--- src/hw/lane_defs.svh ---
// ---------------------------------------------------------------------------
// Sizing macros for the operand conversion stage of one lane.
// The command length field limits a command to 255 output words.
// Queue depths below 1 are not supported.
// ---------------------------------------------------------------------------

`ifndef LANE_DEFS_SVH
`define LANE_DEFS_SVH

// Width of a register-file word
`define LANE_WORD_W 64

// Default number of words an operand queue can buffer
`define OPQ_DEPTH_DEFAULT 5

// Width of the command length field, in output words
`define OPQ_LEN_W 8

`endif

--- src/hw/lane_pkg.sv ---
// ---------------------------------------------------------------------------
// Types shared by the operand queues.
// The operand word union assumes a 64-bit register-file word.
// ---------------------------------------------------------------------------

`default_nettype none

`include "lane_defs.svh"

package lane_pkg;

  typedef logic [`LANE_WORD_W-1:0] word_t;

  // Source element width of a command
  typedef enum logic [1:0] {
    EW8  = 2'd0,
    EW16 = 2'd1,
    EW32 = 2'd2,
    EW64 = 2'd3
  } elem_width_e;

  // Conversion applied to every element
  typedef enum logic [1:0] {
    CONV_NONE = 2'd0,
    CONV_SEXT = 2'd1,
    CONV_ZEXT = 2'd2
  } conv_e;

  // One register-file word seen at each element width
  typedef union packed {
    logic [63:0]      w64;
    logic [1:0][31:0] w32;
    logic [3:0][15:0] w16;
    logic [7:0][7:0]  w8;
  } operand_word_u;

endpackage : lane_pkg

`default_nettype wire

--- src/hw/opqueue_cmd_ctrl.sv ---
// ---------------------------------------------------------------------------
// Holds one command at a time and counts its output words.
// A command with a length of zero is accepted and completes at once.
// active_o and last_o refer to words still to be loaded downstream.
// ---------------------------------------------------------------------------

`default_nettype none

`include "lane_defs.svh"

module opqueue_cmd_ctrl (
  input  logic                  clk_i,
  input  logic                  rst_n_i,
  input  logic                  cmd_valid_i,
  input  lane_pkg::elem_width_e cmd_ew_i,
  input  lane_pkg::conv_e       cmd_conv_i,
  input  logic [`OPQ_LEN_W-1:0] cmd_len_i,
  input  logic                  retire_i,
  output logic                  cmd_ready_o,
  output logic                  active_o,
  output lane_pkg::elem_width_e ew_o,
  output lane_pkg::conv_e       conv_o,
  output logic                  last_o
);

  import lane_pkg::*;

  logic                  active_q;
  logic [`OPQ_LEN_W-1:0] remaining_q;
  logic [`OPQ_LEN_W-1:0] to_load;
  elem_width_e           ew_q;
  conv_e                 conv_q;

  // Words not yet retired, minus the one retiring in this cycle.
  // The fan-out loads on the retire edge, so this is the count still to load
  assign to_load = remaining_q - {{(`OPQ_LEN_W-1){1'b0}}, retire_i};

  always_ff @(posedge clk_i) begin
    if (!rst_n_i) begin
      active_q    <= 1'b0;
      remaining_q <= '0;
      ew_q        <= EW8;
      conv_q      <= CONV_NONE;
    end else if (!active_q) begin
      if (cmd_valid_i) begin
        active_q    <= (cmd_len_i != '0);
        remaining_q <= cmd_len_i;
        ew_q        <= cmd_ew_i;
        conv_q      <= cmd_conv_i;
      end
    end else if (retire_i) begin
      remaining_q <= to_load;
      // Idle again once the final word has retired
      active_q    <= (to_load != '0);
    end
  end

  assign cmd_ready_o = !active_q;
  assign active_o    = active_q && (to_load != '0);
  assign last_o      = active_q && (to_load == {{(`OPQ_LEN_W-1){1'b0}}, 1'b1});
  assign ew_o        = ew_q;
  assign conv_o      = conv_q;

endmodule : opqueue_cmd_ctrl

`default_nettype wire

--- src/hw/opqueue_buffer.sv ---
// ---------------------------------------------------------------------------
// Circular FIFO for issued register-file words.
// A push into a full buffer is dropped unless a pop happens in the same
// cycle. The upstream side is expected never to overfill it.
// ---------------------------------------------------------------------------

`default_nettype none

`include "lane_defs.svh"

module opqueue_buffer #(
  parameter int unsigned DEPTH = `OPQ_DEPTH_DEFAULT
) (
  input  logic            clk_i,
  input  logic            rst_n_i,
  input  logic            push_i,
  input  lane_pkg::word_t data_i,
  input  logic            pop_i,
  output lane_pkg::word_t data_o,
  output logic            not_empty_o,
  output logic            full_o
);

  localparam int unsigned PTR_W = (DEPTH > 1) ? $clog2(DEPTH) : 1;
  localparam int unsigned CNT_W = $clog2(DEPTH + 1);

  lane_pkg::word_t  mem_q [DEPTH];
  logic [PTR_W-1:0] wr_ptr_q;
  logic [PTR_W-1:0] rd_ptr_q;
  logic [CNT_W-1:0] count_q;
  logic             do_push;
  logic             do_pop;

  assign do_pop  = pop_i && not_empty_o;
  assign do_push = push_i && (!full_o || do_pop);

  // Storage
  always_ff @(posedge clk_i) begin
    if (do_push) begin
      mem_q[wr_ptr_q] <= data_i;
    end
  end

  always_ff @(posedge clk_i) begin
    if (!rst_n_i) begin
      wr_ptr_q <= '0;
      rd_ptr_q <= '0;
      count_q  <= '0;
    end else begin
      if (do_push) begin
        wr_ptr_q <= (wr_ptr_q == PTR_W'(DEPTH - 1)) ? '0 : wr_ptr_q + 1'b1;
      end
      if (do_pop) begin
        rd_ptr_q <= (rd_ptr_q == PTR_W'(DEPTH - 1)) ? '0 : rd_ptr_q + 1'b1;
      end
      // Fill level only moves when exactly one side is active
      case ({do_push, do_pop})
        2'b10:   count_q <= count_q + 1'b1;
        2'b01:   count_q <= count_q - 1'b1;
        default: count_q <= count_q;
      endcase
    end
  end

  assign data_o      = mem_q[rd_ptr_q];
  assign not_empty_o = (count_q != '0);
  assign full_o      = (count_q == CNT_W'(DEPTH));

endmodule : opqueue_buffer

`default_nettype wire

--- src/hw/operand_widener.sv ---
// ---------------------------------------------------------------------------
// Converts the buffer head into one output word, or two when widening.
// Widening from EW64 is not defined and passes the word through unchanged.
// The low half always goes out before the high half.
// ---------------------------------------------------------------------------

`default_nettype none

module operand_widener (
  input  logic                  clk_i,
  input  logic                  rst_n_i,
  input  logic                  active_i,
  input  lane_pkg::elem_width_e ew_i,
  input  lane_pkg::conv_e       conv_i,
  input  logic                  last_i,
  input  lane_pkg::word_t       head_i,
  input  logic                  head_valid_i,
  input  logic                  sink_free_i,
  output logic                  pop_o,
  output logic                  load_o,
  output lane_pkg::word_t       word_o
);

  import lane_pkg::*;

  logic          half_q;
  logic          widen;
  logic          sext;
  operand_word_u in_u;
  operand_word_u out_u;

  assign widen = (conv_i != CONV_NONE);
  assign sext  = (conv_i == CONV_SEXT);

  // A word moves when a command wants it, the head exists and the sink is free
  assign load_o = active_i && head_valid_i && sink_free_i;

  // Pop after the high half, or early when the command ends on a low half
  assign pop_o = load_o && (!widen || half_q || last_i);

  always_ff @(posedge clk_i) begin
    if (!rst_n_i) begin
      half_q <= 1'b0;
    end else if (load_o && widen) begin
      half_q <= !pop_o;
    end
  end

  always_comb begin
    in_u.w64  = head_i;
    out_u.w64 = head_i;
    if (widen) begin
      case (ew_i)
        EW8: begin
          for (int i = 0; i < 4; i++) begin
            out_u.w16[i] = {{8{sext && in_u.w8[4*half_q + i][7]}},
                            in_u.w8[4*half_q + i]};
          end
        end
        EW16: begin
          for (int i = 0; i < 2; i++) begin
            out_u.w32[i] = {{16{sext && in_u.w16[2*half_q + i][15]}},
                            in_u.w16[2*half_q + i]};
          end
        end
        EW32: begin
          out_u.w64 = {{32{sext && in_u.w32[half_q][31]}}, in_u.w32[half_q]};
        end
        default: begin
          // Nothing wider than 64 bits exists
          out_u.w64 = head_i;
        end
      endcase
    end
  end

  assign word_o = out_u.w64;

endmodule : operand_widener

`default_nettype wire

--- src/hw/operand_fanout.sv ---
// ---------------------------------------------------------------------------
// Single-word output register shared by NR_SLAVES consumers.
// Each consumer takes the word once; a new word loads on the retire edge.
// ---------------------------------------------------------------------------

`default_nettype none

module operand_fanout #(
  parameter int unsigned NR_SLAVES = 1
) (
  input  logic                 clk_i,
  input  logic                 rst_n_i,
  input  logic                 load_i,
  input  lane_pkg::word_t      word_i,
  input  logic [NR_SLAVES-1:0] ready_i,
  output logic                 free_o,
  output logic                 retire_o,
  output lane_pkg::word_t      operand_o,
  output logic [NR_SLAVES-1:0] valid_o
);

  lane_pkg::word_t      word_q;
  logic [NR_SLAVES-1:0] pending_q;
  logic [NR_SLAVES-1:0] still_pending;

  // Consumers that have not taken the word after this cycle
  assign still_pending = pending_q & ~ready_i;

  assign retire_o = (pending_q != '0) && (still_pending == '0);
  assign free_o   = (still_pending == '0);

  always_ff @(posedge clk_i) begin
    if (!rst_n_i) begin
      pending_q <= '0;
    end else if (load_i) begin
      pending_q <= '1;
    end else begin
      pending_q <= still_pending;
    end
  end

  always_ff @(posedge clk_i) begin
    if (load_i) begin
      word_q <= word_i;
    end
  end

  assign operand_o = word_q;
  assign valid_o   = pending_q;

endmodule : operand_fanout

`default_nettype wire

--- src/hw/opqueue.sv ---
// ---------------------------------------------------------------------------
// One operand queue: command control and word buffer, widener, fan-out.
// Words may be issued before their command and wait in the buffer.
// Upstream must not issue more words than IBUF_DEPTH can hold.
// ---------------------------------------------------------------------------

`default_nettype none

`include "lane_defs.svh"

module opqueue #(
  parameter int unsigned IBUF_DEPTH = `OPQ_DEPTH_DEFAULT,
  parameter int unsigned NR_SLAVES  = 1
) (
  input  logic                  clk_i,
  input  logic                  rst_n_i,
  input  logic                  cmd_valid_i,
  input  lane_pkg::elem_width_e cmd_ew_i,
  input  lane_pkg::conv_e       cmd_conv_i,
  input  logic [`OPQ_LEN_W-1:0] cmd_len_i,
  output logic                  cmd_ready_o,
  input  lane_pkg::word_t       word_i,
  input  logic                  word_issued_i,
  output lane_pkg::word_t       operand_o,
  output logic [NR_SLAVES-1:0]  operand_valid_o,
  input  logic [NR_SLAVES-1:0]  operand_ready_i
);

  import lane_pkg::*;

  logic        cmd_active;
  logic        cmd_last;
  elem_width_e cmd_ew;
  conv_e       cmd_conv;
  logic        retire;
  word_t       head_word;
  logic        head_valid;
  logic        buf_full;
  logic        pop;
  logic        load;
  logic        sink_free;
  word_t       wide_word;

  // Input side
  opqueue_cmd_ctrl i_cmd_ctrl (
    .clk_i      (clk_i),
    .rst_n_i    (rst_n_i),
    .cmd_valid_i(cmd_valid_i),
    .cmd_ew_i   (cmd_ew_i),
    .cmd_conv_i (cmd_conv_i),
    .cmd_len_i  (cmd_len_i),
    .retire_i   (retire),
    .cmd_ready_o(cmd_ready_o),
    .active_o   (cmd_active),
    .ew_o       (cmd_ew),
    .conv_o     (cmd_conv),
    .last_o     (cmd_last)
  );

  opqueue_buffer #(
    .DEPTH(IBUF_DEPTH)
  ) i_buffer (
    .clk_i      (clk_i),
    .rst_n_i    (rst_n_i),
    .push_i     (word_issued_i),
    .data_i     (word_i),
    .pop_i      (pop),
    .data_o     (head_word),
    .not_empty_o(head_valid),
    .full_o     (buf_full)
  );

  operand_widener i_widener (
    .clk_i       (clk_i),
    .rst_n_i     (rst_n_i),
    .active_i    (cmd_active),
    .ew_i        (cmd_ew),
    .conv_i      (cmd_conv),
    .last_i      (cmd_last),
    .head_i      (head_word),
    .head_valid_i(head_valid),
    .sink_free_i (sink_free),
    .pop_o       (pop),
    .load_o      (load),
    .word_o      (wide_word)
  );

  // Output side
  operand_fanout #(
    .NR_SLAVES(NR_SLAVES)
  ) i_fanout (
    .clk_i    (clk_i),
    .rst_n_i  (rst_n_i),
    .load_i   (load),
    .word_i   (wide_word),
    .ready_i  (operand_ready_i),
    .free_o   (sink_free),
    .retire_o (retire),
    .operand_o(operand_o),
    .valid_o  (operand_valid_o)
  );

endmodule : opqueue

`default_nettype wire

--- src/hw/operand_stage.sv ---
// ---------------------------------------------------------------------------
// Operand conversion stage of one lane with two queues.
// ALU B queue: one consumer, five buffered words.
// Mask queue: bit 0 feeds the ALU, bit 1 the reduction unit, two words.
// ---------------------------------------------------------------------------

`default_nettype none

`include "lane_defs.svh"

module operand_stage (
  input  logic                  clk_i,
  input  logic                  rst_n_i,
  // ALU B queue
  input  logic                  alub_cmd_valid_i,
  input  lane_pkg::elem_width_e alub_cmd_ew_i,
  input  lane_pkg::conv_e       alub_cmd_conv_i,
  input  logic [`OPQ_LEN_W-1:0] alub_cmd_len_i,
  output logic                  alub_cmd_ready_o,
  input  lane_pkg::word_t       alub_word_i,
  input  logic                  alub_word_issued_i,
  output lane_pkg::word_t       alub_operand_o,
  output logic                  alub_operand_valid_o,
  input  logic                  alub_operand_ready_i,
  // Mask queue
  input  logic                  mask_cmd_valid_i,
  input  lane_pkg::elem_width_e mask_cmd_ew_i,
  input  lane_pkg::conv_e       mask_cmd_conv_i,
  input  logic [`OPQ_LEN_W-1:0] mask_cmd_len_i,
  output logic                  mask_cmd_ready_o,
  input  lane_pkg::word_t       mask_word_i,
  input  logic                  mask_word_issued_i,
  output lane_pkg::word_t       mask_operand_o,
  output logic [1:0]            mask_operand_valid_o,
  input  logic [1:0]            mask_operand_ready_i
);

  opqueue #(
    .IBUF_DEPTH(`OPQ_DEPTH_DEFAULT),
    .NR_SLAVES (1)
  ) i_opqueue_alu_b (
    .clk_i          (clk_i),
    .rst_n_i        (rst_n_i),
    .cmd_valid_i    (alub_cmd_valid_i),
    .cmd_ew_i       (alub_cmd_ew_i),
    .cmd_conv_i     (alub_cmd_conv_i),
    .cmd_len_i      (alub_cmd_len_i),
    .cmd_ready_o    (alub_cmd_ready_o),
    .word_i         (alub_word_i),
    .word_issued_i  (alub_word_issued_i),
    .operand_o      (alub_operand_o),
    .operand_valid_o(alub_operand_valid_o),
    .operand_ready_i(alub_operand_ready_i)
  );

  // Shared between the ALU and the reduction unit
  opqueue #(
    .IBUF_DEPTH(2),
    .NR_SLAVES (2)
  ) i_opqueue_mask (
    .clk_i          (clk_i),
    .rst_n_i        (rst_n_i),
    .cmd_valid_i    (mask_cmd_valid_i),
    .cmd_ew_i       (mask_cmd_ew_i),
    .cmd_conv_i     (mask_cmd_conv_i),
    .cmd_len_i      (mask_cmd_len_i),
    .cmd_ready_o    (mask_cmd_ready_o),
    .word_i         (mask_word_i),
    .word_issued_i  (mask_word_issued_i),
    .operand_o      (mask_operand_o),
    .operand_valid_o(mask_operand_valid_o),
    .operand_ready_i(mask_operand_ready_i)
  );

endmodule : operand_stage

`default_nettype wire

--- config.mk ---
export PLATFORM = sky130hd
export DESIGN_NAME = operand_stage
export DESIGN_NICKNAME = d
export VERILOG_FILES = /design/src/hw/lane_pkg.sv /design/src/hw/opqueue_cmd_ctrl.sv /design/src/hw/opqueue_buffer.sv /design/src/hw/operand_widener.sv /design/src/hw/operand_fanout.sv /design/src/hw/opqueue.sv /design/src/hw/operand_stage.sv
export VERILOG_INCLUDE_DIRS = /design/src /design/src/hw
export SDC_FILE = /design/constraint.sdc
export NUM_CORES = 1
export LEC_CHECK = 0
export BUFFER_PORTS_ARGS = -buffer_cell sky130_fd_sc_hd__buf_2
export CORE_ASPECT_RATIO = 2
export CORE_MARGIN = 2
export CORE_UTILIZATION = 45
export CTS_CLUSTER_SIZE = 20
export DETAILED_ROUTE_END_ITERATION = 8
export SLEW_MARGIN = 0
export SYNTH_ARGS = -nofsm -noshare
export SYNTH_HDL_FRONTEND = slang
export SYNTH_SLANG_ARGS = --single-unit
--- constraint.sdc ---
create_clock -name clk_i -period 11.35 [get_ports clk_i]
set_clock_uncertainty 0.1 [all_clocks]
set_input_delay 1.135 -clock clk_i [delete_from_list [all_inputs] [get_ports clk_i]]
set_output_delay 1.135 -clock clk_i [all_outputs]
set_load 0.005 [all_outputs]
# == After elaboration in Yosys (flattened, before gate mapping) ==
# Memories as Yosys holds them, arrays and structs flattened. A register that Yosys moved wholly into a read port is not among the register bits.
# Index checks and enable logic that the tools add are counted.
# word_totals
register_bits,172
mem_bits_rw,448
input_bits,161
output_inout_bits,133
n_memories,2
# memory_table
name,words,word_bits,rd,rd_clocked_by_memory_dff,wr,line,source
i_opqueue_alu_b.i_buffer.mem_q,5,64,1,1,1,opqueue_buffer.sv:27,lane_pkg::word_t mem_q [DEPTH];
i_opqueue_mask.i_buffer.mem_q,2,64,1,1,1,opqueue_buffer.sv:27,
# classes
n_addsub,18
magnitude_cmp,14
n_eq_ne,18
n_mux,60
bitwise,7
reduce_logical,66
# op_table
op,n
64-bit case mux with 3 select lines,2
8-bit binary-select mux with 3-bit select,6
32-bit two-way mux,4
64-bit two-way mux,2
8-bit two-way mux,16
16-bit two-way mux,6
16-bit binary-select mux with 2-bit select,2
1-bit logical AND,32
8-bit nonzero test,4
"4-bit less-than comparator, second input constant",6
"3-bit by 2-bit adder with 4-bit output, second input constant",4
"8-bit by 1-bit == test with 1-bit output, second input constant",2
2-bit nonzero test,8
8-bit by 1-bit subtractor with 8-bit output,2
1-bit two-way mux,15
"2-bit by 1-bit == test with 1-bit output, second input constant",6
3-bit two-way mux,4
"2-bit == test, second input constant",5
"3-bit by 1-bit adder with 3-bit output, second input constant",3
"3-bit == test, second input constant",3
"3-bit by 1-bit adder with 4-bit output, second input constant",2
1-bit logical NOT,8
"3-bit by 4-bit less-than comparator with 1-bit output, second input constant",2
2-bit AND reduction,4
19 further kinds,35

# == Logic depth before layout (Yosys ltp) ==
# Gate-level depths: netlist of the first run.
# depth
ltp_word,15
depth_mapped,14

# == Modules after synthesis ==
# Synthesis of the first run repeated with hierarchy kept, for this count alone.
# hier_totals
hier_cells,1601
hier_area_um2,26571.7
# by_module_without_submodules
module,instances,cells_each,area_per_inst_um2,seq_area_each_um2
opqueue_buffer (i_opqueue_alu_b.i_buffer),1,550,12662.1,9849.4
opqueue_buffer (i_opqueue_mask.i_buffer),1,225,4837.1,3943.8
operand_widener,2,246,1739.2,20.0
operand_fanout (i_opqueue_mask.i_fanout),1,73,2021.9,1961.9
operand_fanout (i_opqueue_alu_b.i_fanout),1,69,1978.1,1941.9
opqueue_cmd_ctrl,2,96,797.0,260.2

# == Worst setup path before layout of the first run ==
# Ideal clock, no wire load.
# synth_timing
kind,input -> register
start,input port alub_operand_ready_i
end,"memory i_opqueue_alu_b.i_buffer.mem_q[2][0] (netlist name), enable pin"
arrival_time_ns,9.135
required_ns,10.606
slack_ns,1.471
stages,10
cell_sequence,and2_1 -> ha_1 -> ha_1 -> nor2b_1 -> a31o_1 -> a22oi_2 -> o311ai_4 -> nor3_4 -> o21ai_2 -> nor4_1
# synth_between
elab_chain_len,15
elab_cells_between_ends,18
cone_classes,add/sub (1); eq/ne (1); mux (2); bitwise (3); reduce/logical (11)
# synth_lines
element,line,source
start: declaration,operand_stage.sv:24,"input logic alub_operand_ready_i,"
1-bit NOT *,operand_fanout.sv:27,assign still_pending = pending_q & ~ready_i;
1-bit AND *,operand_fanout.sv:27,
1-bit NOT *,"operand_fanout.sv:29, operand_fanout.sv:30",
1-bit logical AND,operand_fanout.sv:29,assign retire_o = (pending_q != '0) && (still_pending == '0);
8-bit by 1-bit subtractor with 8-bit output,opqueue_cmd_ctrl.sv:36,"assign to_load = remaining_q - {{(`OPQ_LEN_W-1){1'b0}}, retire_i};"
8-bit nonzero test,opqueue_cmd_ctrl.sv:59,assign active_o = active_q && (to_load != '0);
1-bit logical AND,opqueue_cmd_ctrl.sv:59,
1-bit logical AND (2 in a row),operand_widener.sv:36,assign load_o = active_i && head_valid_i && sink_free_i;
1-bit logical AND *,operand_widener.sv:39,assign pop_o = load_o && (!widen || half_q || last_i);
1-bit logical AND *,opqueue_buffer.sv:34,assign do_pop = pop_i && not_empty_o;
1-bit logical OR *,opqueue_buffer.sv:35,assign do_push = push_i && (!full_o || do_pop);
1-bit logical AND *,opqueue_buffer.sv:35,
1-bit two-way mux *,opqueue_buffer.sv:39,if (do_push) begin
1-bit two-way mux (implied by the code) *,opqueue_buffer.sv:40,mem_q[wr_ptr_q] <= data_i;
end: declaration,opqueue_buffer.sv:27,
# Mark *: on every way between the ends. The rest lies on a longest branch, timed or not.

# == Worst setup path after layout of the first run ==
# layout_timing
start,input port mask_operand_ready_i[1]
end,"memory i_opqueue_mask.i_buffer.mem_q[1][43] (netlist name), enable pin"
# layout_between
elab_chain_len,15
elab_cells_between_ends,18
cone_classes,add/sub (1); eq/ne (1); mux (2); bitwise (2); reduce/logical (12)
# layout_lines
element,line,source
start: declaration,operand_stage.sv:35,input logic [1:0] mask_operand_ready_i
2-bit NOT *,operand_fanout.sv:27,
2-bit AND *,operand_fanout.sv:27,
2-bit logical NOT *,"operand_fanout.sv:29, operand_fanout.sv:30",
1-bit logical AND,operand_fanout.sv:29,
8-bit by 1-bit subtractor with 8-bit output,opqueue_cmd_ctrl.sv:36,
8-bit nonzero test,opqueue_cmd_ctrl.sv:59,
1-bit logical AND,opqueue_cmd_ctrl.sv:59,
1-bit logical AND (2 in a row),operand_widener.sv:36,
1-bit logical AND *,operand_widener.sv:39,
1-bit logical AND *,opqueue_buffer.sv:34,
1-bit logical OR *,opqueue_buffer.sv:35,
1-bit logical AND *,opqueue_buffer.sv:35,
1-bit two-way mux *,opqueue_buffer.sv:39,
1-bit two-way mux (implied by the code) *,opqueue_buffer.sv:40,
end: declaration,opqueue_buffer.sv:27,
# Marks and branches as above.

==> run_results.csv, run 1 <==
group,metric,value,unit
global_route,grt_pass1_vias,15417,
timing,fin_crit,5.76,ns
layout,final_area,0.0296,mm²
routing,drc,0,
synth,synthCells,1571,
synth,yosysTopAreaCellShare,67.8,%
status,status,"finished clean",
power,leakage,9.90,nW
floorplan,die_area,0.0587,mm²
worst_setup_path,cp_max_fo,72,
worst_hold_path,hold_path.class,"reg -> reg",
flow_run,timing.max_cap.violations,0,
synth,ys_seq_area_share,71.6,%
worst_setup_path,cp-end-kind,"flip-flop",
synth,yosysUniqueCellTypes,69,
routing,ant_nets,0,
global_route,antenna_found_initial,13,
routing,vias_per_cell,5.65,
timing,slew-limit-headroom,25.9,%
timing,drv_slew,0,
clock_tree,cts.clk_slew.worst_paths,0.06,ns
global_route,grt-ovfl-total,0,
layout,stdcell_count,2657,
worst_setup_path,path_buf_inv,3,
layout,multi_input_area,0.00690,mm²
routing,initialDrtViolationCount,1055,
clock_tree,clock-sinks,624,
routing,num_vias,15008,
clock_tree,h-tree-depth,2,
floorplan,io_pins,294,
timing,finalHoldViolations,0,
floorplan,initial_core_util,45.4,%
global_route,grt_max_degree,73,
timing,rsz0062_at_grt,"no",
floorplan,die_h,341,µm
clock_tree,clk-insertion-delay-late,0.61,ns
worst_setup_path,slowest_delay,0.72,ns
placement,routabilityCongestion,0.943,
clock_tree,clockBufferDepth,3,
clock_tree,postCtsHoldBufs,0,
worst_setup_path,critPathLaunch,"mask_operand_ready_i[1]",
worst_setup_path,endpoint,"i_opqueue_mask.i_buffer.mem_q[1][43]",
clock_tree,post_cts_resize_count,0,
synth,ys_async_sr_fraction,0,%
timing,worst_slack,5.59,ns
floorplan,coreArea,0.0562,mm²
timing,fin_tns_setup,0,ns
floorplan,rows,123,
layout,nets,2035,
synth,synth_edf_count,576,
layout,drive_above_1_share,27.1,%
clock_tree,cts-buffers-inserted,53,
timing,min_period_over_period,50.7,%
layout,area_growth,16.1,%
worst_setup_path,critPathTopFamily,"simple AND/OR/NAND/NOR gates",
synth,synth_top_area_cell,"edfxtp_1",
power,power.density,175,mW/mm²
clock_tree,clockRootBuffer,"clkbuf_16",
synth,avgSynthCellArea,16.2,µm²
timing,fin_hold_ws,0.390,ns
routing,wirelength,67.4,mm
synth,yosys_register_bits,624,
worst_setup_path,cpMostUsedCell,"buf_4",
floorplan,die_w,172,µm
worst_setup_path,reg2reg_slack,5.80,ns
global_route,grt_first_pass_wirelength,97.7,mm
clock_tree,cts_setup_buffers,0,
synth,synthesis.nets,1743,
power,ir_worst_vdd,0.000147,V
placement,placed_cell_area,0.0279,mm²
synth,synthTopCellsByArea,"edfxtp_1 (68%), mux4_2 (6.2%), mux2i_1 (6.0%)",
placement,port_buffers,293,
layout,ff_latch_area,0.0183,mm²
timing,setup_viol,0,
clock_tree,cts_tree,"done",
synth,synth_warnings,0,
worst_setup_path,crit_chain,"buf_2 > nor2b_1 > nor3_1 > ha_1 > or3b_2 > nor3_2 > xor2_1 > o41a_2 > buf_4 > a31oi_1 > nor2_4 > buf_4",
synth,synth_area,0.0255,mm²
routing,wire_per_inst,25.4,µm
placement,post-place-ws,4.93,ns
power,p_total,5.19,mW
worst_setup_path,crit_path_start_kind,"input pin",
worst_setup_path,r2r_cells,11,
layout,nFillCells,4642,
worst_setup_path,slowest_stage,"nor2_4",
worst_setup_path,worstSetupPathType,"in -> reg",
timing,timing.fmax,174,MHz
global_route,grt_usage,22.9,%
placement,hpwl,47.4,mm
timing,tightest_slew,1.11,ns
worst_setup_path,r2r-start,"i_opqueue_mask.i_fanout.valid_o[1]",
worst_setup_path,critical_path_required,11.47,ns
synth,ys.flop_type,"edfxtp_1",
worst_setup_path,cp_num_cells,12,
worst_setup_path,cp.arrival,5.88,ns
placement,dp_cells,2558,
layout,postLayoutCoreUtil,52.7,%
worst_setup_path,r2r_end,"i_opqueue_mask.i_buffer.mem_q[1][43]",
routing,dr.pass1.iters,5,
-- kinds of logic after synthesis --
family | Yosys count | synth area share, %
xor gates and xnor gates | 8 | 0.275
DFF | 624 | 71.6
adders and majority gates | 11 | 0.569
buffers and inverters | 104 | 1.60
AOI/OAI and AO/OA | 301 | 7.64
muxes | 247 | 13.2
and+or+nand+nor | 276 | 5.12
-- flip-flops by register name, indices dropped and copies added, names as in the netlist, 2 cells and up, named ones only --
name	count
i_opqueue_mask.i_cmd_ctrl.ew_o	2
i_opqueue_mask.i_fanout.operand_o	64
i_opqueue_alu_b.i_buffer.wr_ptr_q	3
i_opqueue_mask.i_buffer.count_q	2
i_opqueue_alu_b.i_buffer.mem_q	320
i_opqueue_alu_b.i_buffer.count_q	3
i_opqueue_alu_b.i_cmd_ctrl.conv_o	2
i_opqueue_alu_b.i_fanout.operand_o	64
i_opqueue_mask.i_buffer.mem_q	128
i_opqueue_mask.i_fanout.valid_o	2
i_opqueue_mask.i_cmd_ctrl.conv_o	2
i_opqueue_alu_b.i_cmd_ctrl.remaining_q	8
i_opqueue_alu_b.i_cmd_ctrl.ew_o	2
i_opqueue_alu_b.i_buffer.rd_ptr_q	3
i_opqueue_mask.i_cmd_ctrl.remaining_q	8
-- tightest hold or removal path, cell delays in order (launching register included) --
cell and delay (ns):
dfxtp_1 0.32, nand2_1 0.06, mux2i_1 0.06
-- power by group --
group	leakage [nW]	internal, mW	switching [mW]
combinational	3.36	0.222	0.379
clock	0.856	1.04	0.816
sequential	5.69	2.67	0.0561
total	9.90	3.94	1.25
-- cell usage after synthesis (3+ instances only) --
library cell,number
clkbuf_1,51
nor2_1,65
a21o_1,4
edfxtp_1,576
o21ai_0,50
buf_2,12
or2_2,3
a211o_1,9
nand3b_1,3
o221a_2,3
a21oi_1,107
xor2_1,3
o21ai_1,3
a22oi_1,50
mux2i_1,154
nor3_1,15
nand2_1,112
dfxtp_1,48
xnor2_1,5
a221o_1,7
a221oi_1,4
mux2_2,23
inv_1,21
o31ai_1,3
o21a_1,17
and3_1,3
a211oi_1,11
nor2b_1,22
mux4_2,70
buf_1,17
a31oi_1,11
ha_1,10
nand3_1,5
and2_1,3
nor4_1,9
nand2b_1,22
-- placed cells by master (no fill, tap or decap), types with 7 or more instances in the layout --
| master | instances |
|---|---|
| edfxtp_1 | 576 |
| buf_2 | 293 |
| mux2i_1 | 154 |
| nand2_1 | 112 |
| a21oi_1 | 107 |
| mux4_2 | 70 |
| nor2_1 | 62 |
| clkbuf_16 | 53 |
| o21ai_0 | 50 |
| a22oi_1 | 50 |
| dfxtp_1 | 43 |
| buf_4 | 25 |
| mux2_2 | 23 |
| nor2b_1 | 22 |
| nand2b_1 | 22 |
| inv_1 | 21 |
| o21a_1 | 17 |
| nor3_1 | 15 |
| a31oi_1 | 11 |
| a211oi_1 | 11 |
| clkbuf_1 | 11 |
| clkinv_1 | 10 |
| ha_1 | 10 |
| a211o_1 | 9 |
| clkinv_2 | 9 |
| bufinv_16 | 8 |
| a221o_1 | 7 |
-- layer usage --
metal	wire (µm)	track usage, %
met1	22600	23.4
met4	4470	13.5
met5	102	0
met3	5140	5.97
met2	35100	41.3
-- layout make-up --
type	count	area share, %
Antenna cell	5	0.0422
Clock buffer	64	4.62
Clock inverter	30	1.31
Inverter	23	0.291
Multi-Input combinational cell	843	23.3
Sequential cell	624	61.7
Tap cell	750	3.17
Timing Repair Buffer	318	5.58
-- how the worst min path moves through the flow --
stage | cells after the start | to | start | slack (ns)
2_1_floorplan | 2 | i_opqueue_alu_b.i_buffer.count_q[2] | i_opqueue_alu_b.i_buffer.count_q[2] | 0.35
3_3_place_gp | 2 | i_opqueue_alu_b.i_buffer.count_q[2] | i_opqueue_alu_b.i_buffer.count_q[2] | 0.37
3_5_place_dp | 2 | i_opqueue_alu_b.i_buffer.count_q[2] | i_opqueue_alu_b.i_buffer.count_q[2] | 0.38
4_1_cts | 2 | i_opqueue_alu_b.i_buffer.count_q[2] | i_opqueue_alu_b.i_buffer.count_q[2] | 0.38
5_1_grt | 2 | i_opqueue_mask.i_cmd_ctrl.remaining_q[0] | i_opqueue_mask.i_cmd_ctrl.remaining_q[0] | 0.41
6_report | 2 | i_opqueue_alu_b.i_buffer.count_q[2] | i_opqueue_alu_b.i_buffer.count_q[2] | 0.39
(Power assumes the default switching activity.)
==> run 2, diff against run 1 <==
Settings changed: ABC_AREA set to 1, PLACE_DENSITY set to 0.67.
Clock period 11.35 ns to 5.2 ns, I/O delays scaled along.
==> run 2 against run 1 <==
  * Sequential share of layout area decreased by 2.4 points
  * Sequential cell count unchanged
  * Via count increased by 24%
  * Sequential power increased by 120%
  * Largest cell class unchanged
==> run_results.csv, run 2 <==
group,metric,value,unit
global_route,antenna_found_initial,11,
synth,synthesis.nets,2278,
worst_hold_path,whs_endpoint,"i_opqueue_alu_b.i_buffer.mem_q[1][36]",
worst_setup_path,cp_max_fo,26,
timing,setup_viol,0,
synth,ys.flop_type,"edfxtp_1",
worst_setup_path,crit_path_start_kind,"flip-flop",
floorplan,io_pins,294,
placement,port_buffers,293,
timing,drv_slew,0,
power,leakage,11.2,nW
worst_setup_path,reg2reg_slack,1.41,ns
synth,yosys_register_bits,624,
placement,hpwl,54.7,mm
placement,routabilityCongestion,0.981,
synth,synth_warnings,0,
floorplan,initial_core_util,45.5,%
clock_tree,cts.clk_slew.worst_paths,0.07,ns
timing,timing.fmax,264,MHz
worst_setup_path,cp-end-kind,"flip-flop",
worst_hold_path,min_from,"alub_word_i[36]",
power,ir_worst_vdd,0.000341,V
placement,post-place-ws,1.11,ns
layout,nFillCells,4733,
clock_tree,clockBufferDepth,3,
clock_tree,cts_setup_buffers,0,
layout,largest_register_ff_count,320,
timing,rsz0062_at_grt,"no",
worst_hold_path,hold_path.class,"in -> reg",
synth,synth_edf_count,576,
status,status,"finished clean",
clock_tree,cts_tree,"done",
floorplan,die_area,0.0590,mm²
synth,synthCells,2106,
clock_tree,h-tree-depth,2,
synth,ys_seq_area_share,71.3,%
synth,synth_top_area_cell,"edfxtp_1",
synth,synth.most_common_cell,"edfxtp_1",
timing,slew-limit-headroom,22.5,%
routing,wire_per_inst,23.7,µm
clock_tree,clockRootBuffer,"clkbuf_16",
floorplan,coreArea,0.0563,mm²
synth,yosysTopAreaCellShare,67.5,%
worst_setup_path,r2r-start,"i_opqueue_mask.i_fanout.valid_o[0]",
synth,ys_async_sr_fraction,0,%
worst_setup_path,critical_path_required,5.36,ns
layout,nets,2651,
timing,worst_slack,1.41,ns
layout,ff_latch_area,0.0183,mm²
layout,layout_common_cells,"edfxtp_1 (576), nand2_1 (364), buf_2 (293)",
worst_setup_path,r2r_end,"i_opqueue_mask.i_buffer.mem_q[1][26]",
global_route,grt_max_degree,129,
global_route,grt_usage,25.9,%
synth,yosysUniqueCellTypes,51,
synth,synthTopCellsByCount,"edfxtp_1 (576), nand2_1 (367), nor2_1 (261)",
flow_run,timing.max_cap.violations,0,
clock_tree,clk-insertion-delay-late,0.63,ns
routing,num_vias,18562,
layout,final_common_cell,"edfxtp_1",
worst_setup_path,slowest_delay,0.49,ns
power,p_total,11.9,mW
worst_setup_path,cpMostUsedCell,"nand2_1",
layout,largestRegisters,"i_opqueue_alu_b.i_buffer.mem_q x320, i_opqueue_mask.i_buffer.mem_q x128",
floorplan,die_w,173,µm
layout,drive_above_1_share,18.6,%
global_route,grt_pass1_vias,18549,
clock_tree,cts-buffers-inserted,53,
timing,tightest_slew,1.16,ns
timing,fin_crit,3.79,ns
timing,min_period_over_period,72.9,%
timing,fin_tns_setup,0,ns
routing,wirelength,77.8,mm
layout,area_growth,20.4,%
synth,synth_area,0.0256,mm²
routing,ant_nets,0,
power,power.density,386,mW/mm²
synth,synthTopCellsByArea,"edfxtp_1 (68%), nand2_1 (5.4%), o21ai_0 (4.4%)",
floorplan,rows,123,
layout,largest-register,"i_opqueue_alu_b.i_buffer.mem_q",
routing,drc,0,
global_route,grt-ovfl-total,0,
global_route,grt_first_pass_wirelength,114,mm
worst_hold_path,hold_depth,1,
timing,finalHoldViolations,0,
worst_setup_path,crit_chain,"inv_1 > or2_2 > nand2_1 > a21oi_1 > ha_1 > ha_1 > nand4_1 > xnor2_1 > nor2_1 > nand3_1 > nand2_1 > clkinvlp_4 > nand2_1 > nand2_1 > nand3_1 > inv_2 > buf_4",
floorplan,die_h,341,µm
worst_setup_path,r2r_cells,17,
clock_tree,clock-sinks,624,
synth,avgSynthCellArea,12.2,µm²
routing,vias_per_cell,5.66,
worst_setup_path,worstSetupPathType,"reg -> reg",
layout,multi_input_area,0.00665,mm²
worst_setup_path,cp.arrival,3.95,ns
worst_setup_path,slowest_stage,"inv_2",
routing,dr.pass1.iters,6,
routing,initialDrtViolationCount,2141,
## run 2: final cells by class
| cell class | instances | area share (%) |
|---|---|---|
| repair buffers | 426 | 9.02 |
| multi-input cells | 1291 | 21.6 |
| clock buffers | 62 | 4.48 |
| well taps | 750 | 3.04 |
| diodes | 7 | 0.0568 |
| flip-flops and latches | 624 | 59.3 |
| clock inverters | 35 | 1.55 |
| inverters | 83 | 1.04 |
## run 2: critical path: cells and delay by family (launching register included)
family                     cells  cell delay, ns
DFF                            1            0.31
buffers and inverters          4            1.10
adders and majority gates      2            0.43
xor gates and xnor gates       1            0.22
and+or+nand+nor                9            0.98
AOI/OAI and AO/OA              1            0.29
## run 2: routing by layer
metal	share of wire (%)	global-route usage, %
met4	6.5	15.3
met5	0.071	0
met3	7.0	4.28
met1	33	27.0
met2	53	48.7
## run 2: what timing repair did
action / CTS / global route
setup endpoints to repair: 0 / 0
hold buffers: 86 / 0
hold endpoints to repair: 243 / 0
resized for setup: 0 / 0
## run 2: report_power, final
group / switching (mW) / leakage (nW) / total, mW / internal [mW]
clock network: 1.92 / 0.864 / 4.23 / 2.30
registers: 0.104 / 5.69 / 5.95 / 5.84
logic: 1.17 / 4.70 / 1.72 / 0.546
total: 3.20 / 11.2 / 11.9 / 8.69
## run 2: how the worst max path moves through the flow
stage	start	endpoint	slack [ns]	depth (start not counted)
6_report	i_opqueue_mask.i_fanout.valid_o[0]	i_opqueue_mask.i_buffer.mem_q[1][26]	1.41	17
5_1_grt	i_opqueue_mask.i_fanout.valid_o[0]	i_opqueue_mask.i_buffer.mem_q[1][43]	1.05	17
4_1_cts	i_opqueue_mask.i_fanout.valid_o[0]	i_opqueue_mask.i_buffer.mem_q[1][43]	1.35	17
3_5_place_dp	mask_operand_ready_i[0]	i_opqueue_mask.i_buffer.mem_q[1][25]	1.11	17
3_3_place_gp	mask_operand_ready_i[0]	i_opqueue_mask.i_buffer.mem_q[1][46]	1.24	17
2_1_floorplan	alub_operand_ready_i	i_opqueue_alu_b.i_buffer.mem_q[4][0]	-0.36	17
## run 2: logic make-up (layout without fill, tap and decap cells)
logic type               Yosys count  in the layout  synth area share (%)
AO/OA/AOI/OAI                    520            520                  11.9
XOR/XNOR                           7              7                 0.239
adder cells (fa/ha/maj)           11             11                 0.567
buffers and inverters            191            606                  3.29
flip-flops                       624            624                  71.3
multiplexers                      38             38                  1.55
other                              0              7                     0
AND/OR/NAND/NOR                  715            715                  11.2
## run 2: through the flow
step / util (%) / instance area (µm²) / hold WS (ns) / cells
after global placement: 49.9 / 28100 / 0.355 / 3088
after CTS: 54.7 / 30800 / 0.000996 / 3271
final: 54.7 / 30800 / 0.0320 / 3278
after floorplan: - / 25700 / 0.345 / 2106
after global routing: 54.7 / 30800 / 0.0119 / 3274
after detailed placement: 49.9 / 28100 / 0.368 / 3088
==> run 3, diff against run 2 <==
Settings changed: PLACE_DENSITY 0.67 to unset.
Clock period 5.2 ns to 3.9 ns, I/O delays scaled along.
==> run 3 against run 2 <==
  * Die area did not move
  * Register-to-register slack got worse by 0.83 ns
  * Final area rose by 2.1%
  * Count of clock-buffer cells in the layout fell by 1
  * Sequential power rose by 33%
  * Via count fell by 2.7%
  * Largest power group unchanged
  * Highest routed layer unchanged
==> run_results.csv, run 3 (synthesis results as in run 2) <==
group,metric,value,unit
layout,postLayoutCoreUtil,55.9,%
routing,dr.pass1.iters,6,
worst_setup_path,critical_path_required,4.09,ns
layout,largest_register_ff_count,320,
clock_tree,clockRootBuffer,"clkbuf_16",
power,p_total,15.8,mW
timing,rsz0062_at_grt,"no",
placement,hpwl,51.0,mm
timing,timing.fmax,297,MHz
floorplan,initial_core_util,45.5,%
worst_setup_path,cp_max_fo,16,
worst_setup_path,crit_path_start_kind,"input pin",
flow_run,timing.max_cap.violations,0,
layout,largest-register,"i_opqueue_alu_b.i_buffer.mem_q",
layout,nFillCells,4789,
timing,min_period_over_period,86.4,%
timing,worst_slack,0.531,ns
clock_tree,cts-buffers-inserted,53,
timing,fin_hold_ws,0.0294,ns
layout,layout_common_cells,"edfxtp_1 (576), nand2_1 (359), buf_2 (293)",
routing,wirelength,74.5,mm
placement,routabilityCongestion,0.898,
routing,ant_nets,0,
routing,wire_per_inst,22.3,µm
worst_setup_path,cp.arrival,3.55,ns
routing,initialDrtViolationCount,1471,
worst_setup_path,slowest_stage,"dlygate4sd3_1",
floorplan,coreArea,0.0563,mm²
layout,drive_above_1_share,18.4,%
timing,drv_slew,0,
global_route,grt_pass1_vias,18437,
timing,fin_tns_setup,0,ns
global_route,grt_first_pass_wirelength,110,mm
floorplan,die_h,341,µm
worst_setup_path,cp_num_cells,18,
global_route,grt_max_degree,129,
placement,dp_cells,3093,
power,ir_worst_vdd,0.000421,V
clock_tree,cts.clk_slew.worst_paths,0.06,ns
worst_setup_path,r2r_cells,17,
worst_setup_path,critPathTopFamily,"simple AND/OR/NAND/NOR gates",
worst_setup_path,crit_chain,"dlygate4sd3_1 > buf_2 > or2_4 > nand2_2 > a21oi_2 > ha_2 > ha_4 > nand4_1 > xnor2_1 > nor2_1 > nand3_1 > nand2_2 > clkinvlp_4 > nand2_2 > nand2_2 > nand2_2 > nor2_4 > buf_4",
worst_hold_path,hold_path.class,"in -> reg",
floorplan,die_w,173,µm
routing,drc,0,
layout,largestRegisters,"i_opqueue_alu_b.i_buffer.mem_q x320, i_opqueue_mask.i_buffer.mem_q x128",
worst_setup_path,slowest_delay,0.55,ns
worst_setup_path,worstSetupPathType,"in -> reg",
layout,nets,2712,
layout,final_area,0.0315,mm²
routing,num_vias,18052,
timing,tightest_slew,1.30,ns
placement,port_buffers,293,
clock_tree,post_cts_resize_count,0,
placement,post-place-ws,0.472,ns
global_route,grt_usage,24.9,%
timing,finalHoldViolations,0,
floorplan,io_pins,294,
clock_tree,cts_tree,"done",
timing,fin_crit,3.37,ns
clock_tree,clock-sinks,624,
global_route,antenna_found_initial,7,
layout,final_common_cell,"edfxtp_1",
power,power.density,501,mW/mm²
power,leakage,11.5,nW
timing,slew-limit-headroom,13.1,%
clock_tree,h-tree-depth,2,
clock_tree,clk-insertion-delay-late,0.62,ns
layout,stdcell_count,3334,
global_route,grt-ovfl-total,0,
worst_setup_path,path_buf_inv,4,
worst_setup_path,cp-end-kind,"flip-flop",
status,status,"finished clean",
routing,vias_per_cell,5.41,
layout,area_growth,22.9,%
worst_hold_path,hold_depth,3,
floorplan,rows,123,
floorplan,die_area,0.0590,mm²
clock_tree,cts_setup_buffers,0,
timing,setup_viol,0,
clock_tree,clockBufferDepth,3,
placement,placed_cell_area,0.0282,mm²
worst_setup_path,cpMostUsedCell,"nand2_2",
run 3: cell count changes in the layout (fill, tap and decap cells not counted), moves of 4 or more:
cell           before  now
clkinv_1            8   18
clkinvlp_4         11    4
inv_6               8    1
buf_12              8   14
clkinv_2            1    6
nand2_1           364  359
nand2_2             4    9
dlygate4sd3_1      86  142
diode_2             7    3
run 3: tightest hold or removal path, stage by stage:
cell     delay (ns)
buf_2          0.08
o21ai_0        0.10
a21oi_1        0.12
run 3: path summary, 6_finish.rpt:
| kind | endpoint | startpoint | slack (ns) |
|---|---|---|---|
| setup / recovery | i_opqueue_mask.i_buffer.mem_q[0][35] | mask_operand_ready_i[1] | 0.53 |
| hold / removal | i_opqueue_alu_b.i_cmd_ctrl.ew_o[0] | alub_cmd_ew_i[0] | 0.03 |
| setup reg to reg | i_opqueue_mask.i_buffer.mem_q[0][35] | i_opqueue_mask.i_fanout.valid_o[0] | 0.58 |
| hold reg to reg | i_opqueue_mask.i_cmd_ctrl.remaining_q[7] | i_opqueue_mask.i_cmd_ctrl.remaining_q[7] | 0.38 |
run 3: where the power goes:
part	internal [mW]	total (mW)	switching, mW
combinational	0.793	2.36	1.56
sequential	7.79	7.92	0.130
clock	3.10	5.50	2.39
run 3: area by class of cell:
cell class	instances	area [µm²]	area share, %
antenna	3	7.51	0.0239
clock buffer	61	1360	4.31
clock inverter	35	439	1.40
inverter	83	324	1.03
multi-input combinational	1291	6690	21.2
sequential	624	18300	58.0
tap	750	938	2.98
timing repair buffer	487	3450	11.0
run 3: what timing repair did:
item | CTS | global route
hold buffers | 142 | 0
endpoints found under the setup margin | 0 | 0
endpoints found under the hold margin | 462 | 0
run 3: routing by layer:
layer / part of all wire [%] / vias to the layer above / wire (µm) / track usage (%)
li1: - / 8513 / - / -
met1: 37 / 8706 / 27300 / 27.6
met2: 52 / 667 / 39000 / 45.8
met3: 5.3 / 158 / 3940 / 3.69
met4: 5.5 / 8 / 4130 / 13.2
met5: 0.062 / - / 46 / 0
